[src/design/ex_defs.svh]
//////////////////////////////////////////////////
// execute stage width definitions
// data path, register address and multiplier
// iteration count, fixed for this core
//////////////////////////////////////////////////

`ifndef EX_DEFS_SVH
`define EX_DEFS_SVH

//////////////////////////////////////////////////
// data path
//////////////////////////////////////////////////

// integer register width
`define EX_XLEN 32

// register file address, 6 bits to cover gpr + fpr space
`define EX_RADDR_W 6

// one multiplier bit per cycle
`define EX_MUL_STEPS `EX_XLEN

`endif

[src/design/ex_pkg.sv]
//////////////////////////////////////////////////
// execute stage package
// operator encodings and data word types
//////////////////////////////////////////////////

`include "ex_defs.svh"

package ex_pkg;

  // one data word and one register write address
  typedef logic [`EX_XLEN-1:0]    word_t;
  typedef logic [`EX_RADDR_W-1:0] raddr_t;

  // alu operators, low group arithmetic/logic, high group compares
  typedef enum logic [3:0] {
    ADD, SUB, AND, OR,
    XOR, SLL, SRL, SRA,
    SLT, SLTU, EQ, NE,
    LT, GE, LTU, GEU
  } alu_op_e;

  // multiplier operators
  // MUL low word, MULH signed high word, MULHU unsigned high word
  typedef enum logic [1:0] {
    MUL,
    MULH,
    MULHU
  } mul_op_e;

endpackage

[src/design/ex_alu.sv]
//////////////////////////////////////////////////
// integer alu
// single cycle add/sub, logic, shifts and compares
// compare result also drives the branch decision
//////////////////////////////////////////////////

module ex_alu
  import ex_pkg::*;
(
  input  alu_op_e operator_i,
  input  word_t   operand_a_i,
  input  word_t   operand_b_i,
  output word_t   result_o,
  output logic    cmp_result_o
);

  logic                sub_en;
  logic                cmp_signed;
  logic [`EX_XLEN:0]   adder_a;
  logic [`EX_XLEN:0]   adder_b;
  logic [`EX_XLEN:0]   adder_res;
  logic                is_lt;
  logic                is_eq;
  logic [4:0]          shamt;

  //////////////////////////////////////////////////
  // shared adder
  //////////////////////////////////////////////////

  // everything except ADD subtracts
  assign sub_en     = (operator_i != ADD);
  // signed compares extend with the sign bit
  assign cmp_signed = (operator_i == SLT) || (operator_i == LT) || (operator_i == GE);

  assign adder_a   = {cmp_signed & operand_a_i[`EX_XLEN-1], operand_a_i};
  assign adder_b   = {cmp_signed & operand_b_i[`EX_XLEN-1], operand_b_i};
  // a + ~b + 1 when subtracting
  assign adder_res = adder_a + (sub_en ? ~adder_b : adder_b) + {{`EX_XLEN{1'b0}}, sub_en};

  // top bit of the extended difference is the borrow
  assign is_lt = adder_res[`EX_XLEN];
  assign is_eq = (operand_a_i == operand_b_i);

  // rv32 shifts use the low five bits only
  assign shamt = operand_b_i[4:0];

  //////////////////////////////////////////////////
  // compare and result select
  //////////////////////////////////////////////////

  always_comb begin
    cmp_result_o = 1'b0;
    case (operator_i)
      EQ:                 cmp_result_o = is_eq;
      NE:                 cmp_result_o = ~is_eq;
      SLT, SLTU, LT, LTU: cmp_result_o = is_lt;
      GE, GEU:            cmp_result_o = ~is_lt;
      default:            cmp_result_o = 1'b0;
    endcase
  end

  always_comb begin
    case (operator_i)
      ADD, SUB: result_o = adder_res[`EX_XLEN-1:0];
      AND:      result_o = operand_a_i & operand_b_i;
      OR:       result_o = operand_a_i | operand_b_i;
      XOR:      result_o = operand_a_i ^ operand_b_i;
      SLL:      result_o = operand_a_i << shamt;
      SRL:      result_o = operand_a_i >> shamt;
      SRA:      result_o = word_t'($signed(operand_a_i) >>> shamt);
      // compares return the flag zero extended
      default:  result_o = {{(`EX_XLEN-1){1'b0}}, cmp_result_o};
    endcase
  end

endmodule

[src/design/ex_mult.sv]
//////////////////////////////////////////////////
// iterative multiplier
// shift-add, one multiplier bit per cycle
// signed high word via magnitudes and final negate
//////////////////////////////////////////////////

`include "ex_defs.svh"

module ex_mult
  import ex_pkg::*;
(
  input  logic    clk,
  input  logic    rst_n,
  input  logic    enable_i,
  input  mul_op_e operator_i,
  input  word_t   op_a_i,
  input  word_t   op_b_i,
  input  logic    ex_ready_i,
  output word_t   result_o,
  output logic    ready_o,
  output logic    multicycle_o
);

  localparam int CNT_W = $clog2(`EX_MUL_STEPS);

  typedef enum logic [1:0] {S_IDLE, S_ITER, S_DONE} mul_state_e;

  mul_state_e              state_q;
  logic [CNT_W-1:0]        cnt_q;
  logic [2*`EX_XLEN-1:0]   prod_q;
  logic [2*`EX_XLEN-1:0]   prod_fix;
  logic [`EX_XLEN:0]       step_sum;
  word_t                   mcand_q;
  word_t                   mag_a;
  word_t                   mag_b;
  mul_op_e                 op_q;
  logic                    neg_q;
  logic                    is_signed;

  // only MULH treats operands as signed
  assign is_signed = (operator_i == MULH);
  assign mag_a = (is_signed && op_a_i[`EX_XLEN-1]) ? -op_a_i : op_a_i;
  assign mag_b = (is_signed && op_b_i[`EX_XLEN-1]) ? -op_b_i : op_b_i;

  // add multiplicand into the high half when the current bit is set
  assign step_sum = {1'b0, prod_q[2*`EX_XLEN-1:`EX_XLEN]}
                  + (prod_q[0] ? {1'b0, mcand_q} : '0);

  //////////////////////////////////////////////////
  // control fsm
  //////////////////////////////////////////////////

  always_ff @(posedge clk or negedge rst_n) begin
    if (!rst_n) begin
      state_q <= S_IDLE;
      cnt_q   <= '0;
    end else begin
      case (state_q)
        S_IDLE: begin
          if (enable_i) begin
            state_q <= S_ITER;
            cnt_q   <= '0;
          end
        end
        S_ITER: begin
          // last step moves on, result valid next cycle
          if (cnt_q == CNT_W'(`EX_MUL_STEPS-1)) state_q <= S_DONE;
          else cnt_q <= cnt_q + 1'b1;
        end
        S_DONE: begin
          // hold result until the stage hands it on
          if (ex_ready_i) state_q <= S_IDLE;
        end
        default: state_q <= S_IDLE;
      endcase
    end
  end

  // product register, low half starts as the multiplier
  always_ff @(posedge clk) begin
    if (state_q == S_IDLE && enable_i) begin
      mcand_q <= mag_a;
      prod_q  <= {{`EX_XLEN{1'b0}}, mag_b};
      op_q    <= operator_i;
      neg_q   <= is_signed & (op_a_i[`EX_XLEN-1] ^ op_b_i[`EX_XLEN-1]);
    end else if (state_q == S_ITER) begin
      prod_q <= {step_sum, prod_q[`EX_XLEN-1:1]};
    end
  end

  // sign fix and word select
  assign prod_fix = neg_q ? -prod_q : prod_q;
  assign result_o = (op_q == MUL) ? prod_fix[`EX_XLEN-1:0] : prod_fix[2*`EX_XLEN-1:`EX_XLEN];

  // a new request in idle stalls the stage right away
  assign ready_o      = ((state_q == S_IDLE) && !enable_i) || (state_q == S_DONE);
  assign multicycle_o = (state_q == S_ITER);

endmodule

[src/design/ex_stage.sv]
//////////////////////////////////////////////////
// execute stage top
// alu, iterative multiplier, write ports,
// branch outputs and the stage handshake
//////////////////////////////////////////////////

module ex_stage
  import ex_pkg::*;
(
  input  logic    clk,
  input  logic    rst_n,
  // alu
  input  logic    alu_en_i,
  input  alu_op_e alu_operator_i,
  input  word_t   alu_operand_a_i,
  input  word_t   alu_operand_b_i,
  input  word_t   alu_operand_c_i,
  // multiplier
  input  logic    mult_en_i,
  input  mul_op_e mult_operator_i,
  input  word_t   mult_operand_a_i,
  input  word_t   mult_operand_b_i,
  output logic    mult_multicycle_o,
  // csr and lsu
  input  logic    csr_access_i,
  input  word_t   csr_rdata_i,
  input  logic    lsu_en_i,
  input  word_t   lsu_rdata_i,
  input  logic    lsu_ready_ex_i,
  input  logic    lsu_err_i,
  // register destinations from decode
  input  logic    branch_in_ex_i,
  input  logic    regfile_alu_we_i,
  input  raddr_t  regfile_alu_waddr_i,
  input  logic    regfile_we_i,
  input  raddr_t  regfile_waddr_i,
  // forward port and lsu write port
  output logic    regfile_alu_we_fw_o,
  output raddr_t  regfile_alu_waddr_fw_o,
  output word_t   regfile_alu_wdata_fw_o,
  output logic    regfile_we_wb_o,
  output raddr_t  regfile_waddr_wb_o,
  output word_t   regfile_wdata_wb_o,
  // branch resolution
  output word_t   jump_target_o,
  output logic    branch_decision_o,
  // handshake
  input  logic    wb_ready_i,
  output logic    ex_ready_o,
  output logic    ex_valid_o
);

  word_t alu_result;
  word_t mult_result;
  logic  alu_cmp_result;
  logic  mult_ready;
  logic  units_ready;

  //////////////////////////////////////////////////
  // handshake
  //////////////////////////////////////////////////

  assign units_ready = mult_ready & lsu_ready_ex_i & wb_ready_i;

  // valid goes right, ready goes left, no loop between them
  assign ex_valid_o = (alu_en_i | mult_en_i | csr_access_i | lsu_en_i) & units_ready;
  // branches finish here without a wb slot
  assign ex_ready_o = units_ready | branch_in_ex_i;

  assign branch_decision_o = alu_cmp_result;
  assign jump_target_o     = alu_operand_c_i;

  //////////////////////////////////////////////////
  // units
  //////////////////////////////////////////////////

  ex_alu i_alu (
    .operator_i   (alu_operator_i),
    .operand_a_i  (alu_operand_a_i),
    .operand_b_i  (alu_operand_b_i),
    .result_o     (alu_result),
    .cmp_result_o (alu_cmp_result)
  );

  ex_mult i_mult (
    .clk          (clk),
    .rst_n        (rst_n),
    .enable_i     (mult_en_i),
    .operator_i   (mult_operator_i),
    .op_a_i       (mult_operand_a_i),
    .op_b_i       (mult_operand_b_i),
    .ex_ready_i   (ex_ready_o),
    .result_o     (mult_result),
    .ready_o      (mult_ready),
    .multicycle_o (mult_multicycle_o)
  );

  ex_wb_ports i_wb_ports (
    .clk                    (clk),
    .rst_n                  (rst_n),
    .ex_valid_i             (ex_valid_o),
    .wb_ready_i             (wb_ready_i),
    .lsu_err_i              (lsu_err_i),
    .regfile_alu_we_i       (regfile_alu_we_i),
    .regfile_alu_waddr_i    (regfile_alu_waddr_i),
    .alu_en_i               (alu_en_i),
    .mult_en_i              (mult_en_i),
    .csr_access_i           (csr_access_i),
    .alu_result_i           (alu_result),
    .mult_result_i          (mult_result),
    .csr_rdata_i            (csr_rdata_i),
    .regfile_we_i           (regfile_we_i),
    .regfile_waddr_i        (regfile_waddr_i),
    .lsu_rdata_i            (lsu_rdata_i),
    .regfile_alu_we_fw_o    (regfile_alu_we_fw_o),
    .regfile_alu_waddr_fw_o (regfile_alu_waddr_fw_o),
    .regfile_alu_wdata_fw_o (regfile_alu_wdata_fw_o),
    .regfile_we_wb_o        (regfile_we_wb_o),
    .regfile_waddr_wb_o     (regfile_waddr_wb_o),
    .regfile_wdata_wb_o     (regfile_wdata_wb_o)
  );

endmodule

[src/design/ex_wb_ports.sv]
//////////////////////////////////////////////////
// execute stage write ports
// forward port data select and the ex/wb register
// feeding the lsu write port
//////////////////////////////////////////////////

module ex_wb_ports
  import ex_pkg::*;
(
  input  logic   clk,
  input  logic   rst_n,
  input  logic   ex_valid_i,
  input  logic   wb_ready_i,
  input  logic   lsu_err_i,
  input  logic   regfile_alu_we_i,
  input  raddr_t regfile_alu_waddr_i,
  input  logic   alu_en_i,
  input  logic   mult_en_i,
  input  logic   csr_access_i,
  input  word_t  alu_result_i,
  input  word_t  mult_result_i,
  input  word_t  csr_rdata_i,
  input  logic   regfile_we_i,
  input  raddr_t regfile_waddr_i,
  input  word_t  lsu_rdata_i,
  output logic   regfile_alu_we_fw_o,
  output raddr_t regfile_alu_waddr_fw_o,
  output word_t  regfile_alu_wdata_fw_o,
  output logic   regfile_we_wb_o,
  output raddr_t regfile_waddr_wb_o,
  output word_t  regfile_wdata_wb_o
);

  logic   lsu_we;
  logic   lsu_we_q;
  raddr_t lsu_waddr_q;

  //////////////////////////////////////////////////
  // forward port
  //////////////////////////////////////////////////

  assign regfile_alu_we_fw_o    = regfile_alu_we_i;
  assign regfile_alu_waddr_fw_o = regfile_alu_waddr_i;

  // csr wins, then mult, then alu
  always_comb begin
    if (csr_access_i)   regfile_alu_wdata_fw_o = csr_rdata_i;
    else if (mult_en_i) regfile_alu_wdata_fw_o = mult_result_i;
    else if (alu_en_i)  regfile_alu_wdata_fw_o = alu_result_i;
    else                regfile_alu_wdata_fw_o = '0;
  end

  //////////////////////////////////////////////////
  // ex/wb register
  //////////////////////////////////////////////////

  // faulting load never writes
  assign lsu_we = regfile_we_i & ~lsu_err_i;

  always_ff @(posedge clk or negedge rst_n) begin
    if (!rst_n) begin
      lsu_we_q <= 1'b0;
    end else if (ex_valid_i) begin
      lsu_we_q <= lsu_we;
    end else if (wb_ready_i) begin
      // nothing accepted, flush the slot
      lsu_we_q <= 1'b0;
    end
  end

  // address only matters while the enable is set
  always_ff @(posedge clk) begin
    if (ex_valid_i && lsu_we) lsu_waddr_q <= regfile_waddr_i;
  end

  assign regfile_we_wb_o    = lsu_we_q;
  assign regfile_waddr_wb_o = lsu_waddr_q;
  // load data arrives in the wb cycle itself
  assign regfile_wdata_wb_o = lsu_rdata_i;

endmodule

[config.mk]
export PLATFORM = sky130hd
export DESIGN_NAME = ex_stage
export DESIGN_NICKNAME = d
export VERILOG_FILES = /design/src/design/ex_pkg.sv /design/src/design/ex_alu.sv /design/src/design/ex_mult.sv /design/src/design/ex_stage.sv /design/src/design/ex_wb_ports.sv
export VERILOG_INCLUDE_DIRS = /design/src /design/src/design
export SDC_FILE = /design/constraint.sdc
export NUM_CORES = 1
export LEC_CHECK = 0
export CORE_MARGIN = 3
export CORE_UTILIZATION = 45
export DETAILED_ROUTE_END_ITERATION = 16
export DONT_BUFFER_PORTS = 1
export GPL_TIMING_DRIVEN = 0
export SLEW_MARGIN = 20
export SYNTH_ARGS = -nofsm -noshare
export SYNTH_HDL_FRONTEND = slang
export SYNTH_HIERARCHICAL = 1
export SYNTH_SLANG_ARGS = --single-unit
[constraint.sdc]
create_clock -name clk -period 10.15 [get_ports clk]
set_input_delay 1.5225 -clock clk [delete_from_list [all_inputs] [get_ports clk]]
set_output_delay 1.5225 -clock clk [all_outputs]
set_load 0.05 [all_outputs]
Word level (Yosys, flattened, before mapping)
Index checks and enable logic that the tools add are counted.
{ "totals": {"register_bits": 113, "output_inout_bits": 114, "word_cells": 105} }
{ "classes": {"addsub": 7, "eq_ne": 24, "shifts": 3, "muxes": 22, "bitwise_logic": 19, "n_reduce_logical": 21} }
{ "ops": {"columns": ["operator", "n"], "rows": [
  ["32-bit two-way mux", 9],
  ["32-bit case mux with 7 select lines", 1],
  ["64-bit two-way mux", 1],
  ["32-bit negator", 2],
  ["64-bit negator", 1],
  ["32-bit by 32-bit adder with 33-bit output", 1],
  ["33-bit by 1-bit adder with 33-bit output", 1],
  ["33-bit adder", 1],
  ["33-bit two-way mux", 1],
  ["33-bit NOT", 1],
  ["32-bit bitwise AND", 1],
  ["32-bit equality test", 1],
  ["4-bit equality test, second input constant", 8],
  ["32-bit bitwise OR", 1],
  ["32-bit by 5-bit left shift with 32-bit output", 1],
  ["32-bit by 5-bit >> shifter with 32-bit output", 1],
  ["32-bit by 5-bit >>> shifter with 32-bit output", 1],
  ["32-bit bitwise XOR", 1],
  ["4-bit by 3-bit equality test with 1-bit output, second input constant", 4],
  ["5-bit two-way mux", 2],
  ["5-bit case mux with 2 select lines", 1],
  ["4-bit by 2-bit equality test with 1-bit output, second input constant", 2],
  ["1-bit bitwise AND", 7],
  ["2-bit two-way mux", 3],
  ["other kinds (23)", 43]
]} }

Logic depth before layout (Yosys ltp)
{ "logic_depth": {"ltp_word": 14, "depth_mapped": 17, "depth_no_buf": 14} }

Cells and area by module
Netlist, hierarchy kept.
{ "by_module_without_submodules": {"columns": ["mod", "n_inst", "cells_per_inst", "area_per_inst_um2", "seq_area_each_um2"], "rows": [
  ["ex_mult", 1, 1058, 8687.1, 2827.7],
  ["ex_alu", 1, 1030, 7612.3, 0.0],
  ["ex_wb_ports", 1, 194, 1406.3, 205.2],
  ["ex_stage", 1, 36, 267.8, 0.0]
]} }

Worst setup path after synthesis
OpenSTA, ideal clock, no wires.
{ "synth_path": {"path_kind": "input to output", "startpoint": "in alu_operand_b_i[0]", "endpoint": "out branch_decision_o", "arrival_ps": 5556, "t_required_ps": 8628, "setup_slack_ps": 3072, "path_stages": 15, "n_path_buf": 4, "path_cell_list": "buf_4 buf_4 buf_4 buf_2 inv_1 mux2_2 fa_1 and4b_1 a211oi_1 o21a_1 o21a_1 o311ai_0 o211ai_1 xor2_1 o21ai_0"} }
{ "synth_between": {"elab_chain_cells": 6, "word_cells_on_any_way": 8, "cone_classes": "add/sub: 2; eq/ne: 1; mux: 2; bitwise: 3"} }
{ "synth_lines": {"columns": ["item", "line", "rtl"], "rows": [
  ["start: declaration", "ex_stage.sv:16", "input word_t alu_operand_b_i,"],
  ["33-bit NOT", "ex_alu.sv:38", "assign adder_res = adder_a + (sub_en ? ~adder_b : adder_b) + {{`EX_XLEN{1'b0}}, sub_en};"],
  ["33-bit two-way mux", "ex_alu.sv:38", null],
  ["33-bit adder", "ex_alu.sv:38", null],
  ["33-bit by 1-bit adder with 33-bit output", "ex_alu.sv:38", null],
  ["1-bit NOT", "ex_alu.sv:57", "GE, GEU: cmp_result_o = ~is_lt;"],
  ["1-bit case mux with 4 select lines (*)", "ex_alu.sv:53", "case (operator_i)"],
  ["end: declaration", "ex_stage.sv:46", "output logic branch_decision_o,"]
]} }
Mark *: on every way between the ends. The rest lies on a longest branch, timed or not.

Final worst setup path
{ "layout_path": {"startpoint": "in alu_operand_b_i[3]", "endpoint": "out regfile_alu_wdata_fw_o[0]"} }
{ "layout_between": {"elab_chain_cells": 10, "word_cells_on_any_way": 15, "cone_classes": "add/sub: 2; eq/ne: 1; shift: 3; mux: 6; bitwise: 3"} }
{ "layout_lines": {"columns": ["item", "line", "rtl"], "rows": [
  ["33-bit NOT", "ex_alu.sv:38", null],
  ["33-bit two-way mux", "ex_alu.sv:38", null],
  ["33-bit adder", "ex_alu.sv:38", null],
  ["33-bit by 1-bit adder with 33-bit output", "ex_alu.sv:38", null],
  ["1-bit NOT", "ex_alu.sv:57", null],
  ["1-bit case mux with 4 select lines", "ex_alu.sv:53", null],
  ["32-bit case mux with 7 select lines (*)", "ex_alu.sv:63", "case (operator_i)"],
  ["net alu_result[0]", "ex_stage.sv:53", "word_t alu_result;"],
  ["32-bit two-way mux (*)", "ex_wb_ports.sv:49", "else if (alu_en_i) regfile_alu_wdata_fw_o = alu_result_i;"],
  ["32-bit two-way mux (*)", "ex_wb_ports.sv:48", "else if (mult_en_i) regfile_alu_wdata_fw_o = mult_result_i;"],
  ["32-bit two-way mux (*)", "ex_wb_ports.sv:47", "if (csr_access_i) regfile_alu_wdata_fw_o = csr_rdata_i;"],
  ["end: declaration", "ex_stage.sv:40", "output word_t regfile_alu_wdata_fw_o,"]
]} }
Mark *: on every way through the listed nets, which the timed path passes. The rest lies on a longest branch.

==> results.md <==
- Initial antenna violation count: 5
- Top delay family on crit path: compound AO/OA/AOI/OAI gates
- Psw: 1920 uW
- Die height: about 210 um
- Final setup fails: 0
- I/O Buffers: 0
- Yosys top cell area share: 12.2%
- Layout cells sized above 1: just over 10%
- Number of global-route vias before repair: 17800
- Slew @ Worst Pin: roughly 1.1 ns
- Dpl cell area: around 19000 sq um
- CP max-delay cell: a21oi_1
- Die ar.: 42400 sq um
- CTS Sinks: between 100 and 150
- First-pass GRT wire length: between 100 and 150 mm
- DRC: 0
- CP most frequent cell: clkbuf_1
- Post-route ant nets: 0
- Post-route cell area: roughly 19000 sq um
- Setup tns final: 0 ns
- Clock Power Share: around 15%
- Final Cycle Share: 88.5%
- Clock Skew: ~0.0083 ns
- Fmax: 111 MHz
- Top_reg_cell synth: edfxtp_1
- Worst Path Buf+Inv: 4
- Mapped Cells: 2318
- Internal power: roughly 1800 uW
- Detailed Place HPWL: about 67 mm
- Status: finished clean
- Post-synthesis sequential area ratio: between 15 and 20%
- Clock Latency Late Sink: between 0.4 and 0.5 ns
- Synth async-reset ratio: under 10%
- Count leader, synth: a21oi_1
- 1st-iter DRT viols: 2161
- Yosys warning count: 6
- WL per Instance: 28.4 um
- Area of the core: just under 40000 sq um
- CTS tree: done
- GRT overflow: 0
- Max clock buf depth: 2
- Worst-path clk slew: around 0.06 ns
- Post-CTS sizing: 0
- Vias/cell: approximately 6.7
- Drt pass-1 iters: 7
- Maximum level of the CTS H-tree: 4
- EDFF count, synth: 73
- Total CTS buffers: 17
- Ranking of synthesized cells by area: edfxtp_1, ha_1, mux4_2, a21oi_1, o21ai_0
- Global Route Usage Sum: 37.1%
- Ant. Diodes: 0
- MaxCap Viol Count: 0
- Die Width: roughly 200 um
- Placer Congestion: 1.05
- Critical Path Max Stage Delay: 0.88 ns
- Final wirelength: approximately 82 mm
- Via Count: approximately 19000
- Fin util: approximately half
- Syn_nets: between 2000 and 3000
- Worst path cell trace: clkbuf_1 -> clkbuf_1 -> clkbuf_1 -> clkbuf_1 -> xnor2_1 -> ha_1 -> a21o_1 -> a211oi_1 -> o21a_1 -> o21a_1 -> o311ai_0 -> o211ai_1 -> xor2_1 -> o211ai_1 -> nand3b_1 -> a21oi_1
- RSZ-0062 raised after global routing: false
- Area leader, netlist: edfxtp_1
- Netlist cell types: 81
- Leakage power: ~0.0075 uW
- Cts-stage hold buffer count: 0
- Hold Crit Class: flop to flop
- Register bit total from synthesis: approximately 110
- Slew Viols, Final: 0
- Layout area overhead: 6.95%
- P per Cell Area: 195 nW/um^2
- Rows: 72
- Power share of the combinational group: between 50% and 60%
- Reg power frac: around 26%
- Largest net degree at the start of global routing: 33
- Hold Vio Cnt, Final: 0
- Slew headroom: 24.4%
- CP Launch Type: input port
- Worst EP required: roughly 8.6 ns
- Max Fanout on Critical Path: 10
- Nature of the critical path endpoint: output port
- Period minus WS final: 8.98 ns
- Sw frac: approximately half
- I/O pins: ~370
- Setup CP Type: input port to output port
- Post-synthesis area per instance: between 7 and 8 sq um
- WP data arrival: 7.46 ns
- Nets@finish: ~2700
- Synthesized area: roughly 18000 sq um
- Final Power: around 3800 uW
- Synth top cells by count: a21oi_1, nor2_1, nand2_1
- CTS Root Cell: clkbuf_16
- Peak supply drop: approximately 0.00015 V
- Setup bufs post-CTS: 0
- Starting Density: a little under half
## worst reg2reg max path, delay by kind of cell, from the launching register on
kind / cells / cell delay (ns)
flops: 1 / 0.31
fa+ha+maj: 1 / 0.30
simple gates: 1 / 0.24
compound gates: 6 / 1.48
mux: 1 / 0.23
buf+inv: 2 / 1.16
## metrics by stage
stage          setup WS [ns]  hold WS (ns)  instances
6_report                1.17         0.502       2870
5_1_grt                 1.05         0.514       2870
4_1_cts                 1.29         0.506       2870
3_5_place_dp            1.31         0.493       2838
3_3_place_gp            1.12         0.496       2836
2_1_floorplan           3.07         0.463       2318
## power by group through the flow
| stage | Sequential [uW] | Combinational, uW | Clock (uW) |
|---|---|---|---|
| after floorplan | 858 | 1630 | 0 |
| after global placement | 962 | 2140 | 0 |
| after detailed placement | 962 | 2170 | 0 |
| after CTS | 955 | 2180 | 570 |
| after global routing | 985 | 2420 | 591 |
| final | 963 | 2230 | 558 |
## final timing paths
path                                         start                   endpoint  slack, ns  depth (start not counted)
min in group asynchronous                    rst_n            i_mult/cnt_q[1]       0.76                          0
worst max register to register    i_mult/prod_q[0]          i_mult/prod_q[62]       6.30                         11
worst min register to register     i_mult/cnt_q[0]            i_mult/cnt_q[0]       0.50                          1
worst min-delay path               i_mult/cnt_q[0]            i_mult/cnt_q[0]       0.50                          1
worst max-delay path            alu_operand_b_i[3]  regfile_alu_wdata_fw_o[0]       1.17                         16
max in group asynchronous                    rst_n            i_mult/cnt_q[2]       9.32                          0
## cells by family (layout without fill, tap and decap cells)
group	after synthesis	count (layout)	synth area share, %
AO/OA/AOI/OAI	689	689	24.1
AND/OR/NAND/NOR	756	756	20.8
adder cells (fa/ha/maj)	136	136	9.55
buffers and inverters	313	347	8.58
XOR/XNOR	199	199	9.70
multiplexers	112	112	10.5
flip-flops	113	113	16.9
## cell usage in the layout (no fill, tap or decap), types with 76 or more instances in the layout
| cell | synthesis | routed |
|---|---|---|
| ha_1 | 134 | 134 |
| clkbuf_1 | 92 | 92 |
| o21ai_0 | 186 | 185 |
| a21oi_1 | 213 | 212 |
| nand2_1 | 200 | 200 |
| inv_1 | 93 | 92 |
| buf_4 | 76 | 76 |
| xnor2_1 | 104 | 104 |
| nor2_1 | 204 | 204 |
| xor2_1 | 95 | 95 |
## state kept, by name, summed over array words and instances, names as in the netlist
register	count
i_mult/state_q	2
i_wb_ports/regfile_waddr_wb_o	6
i_mult/prod_q	64
i_mult/op_q	2
i_mult/mcand_q	32
i_mult/cnt_q	5
i_wb_ports/regfile_we_wb_o	1
i_mult/neg_q	1
## per-layer routing
metal	vias to the layer above	share of wire [%]	track usage, %
met3	224	9.1	6.66
met2	1193	45	58.8
met5	-	0.017	0
met4	2	5.0	17.6
li1	8481	-	-
met1	9217	41	49.2
## final cells by class
cell class                      instances  area, sq um
Clock inverter                         13          105
Timing Repair Buffer                    2         31.3
Buffer                                216         1180
Sequential cell                       113         3030
Inverter                               97          364
Clock buffer                           19          443
Tap cell                              518          648
Fill cell                            3973        19800
Multi-Input combinational cell       1892        13400
Power figures use the tool's default switching activity.
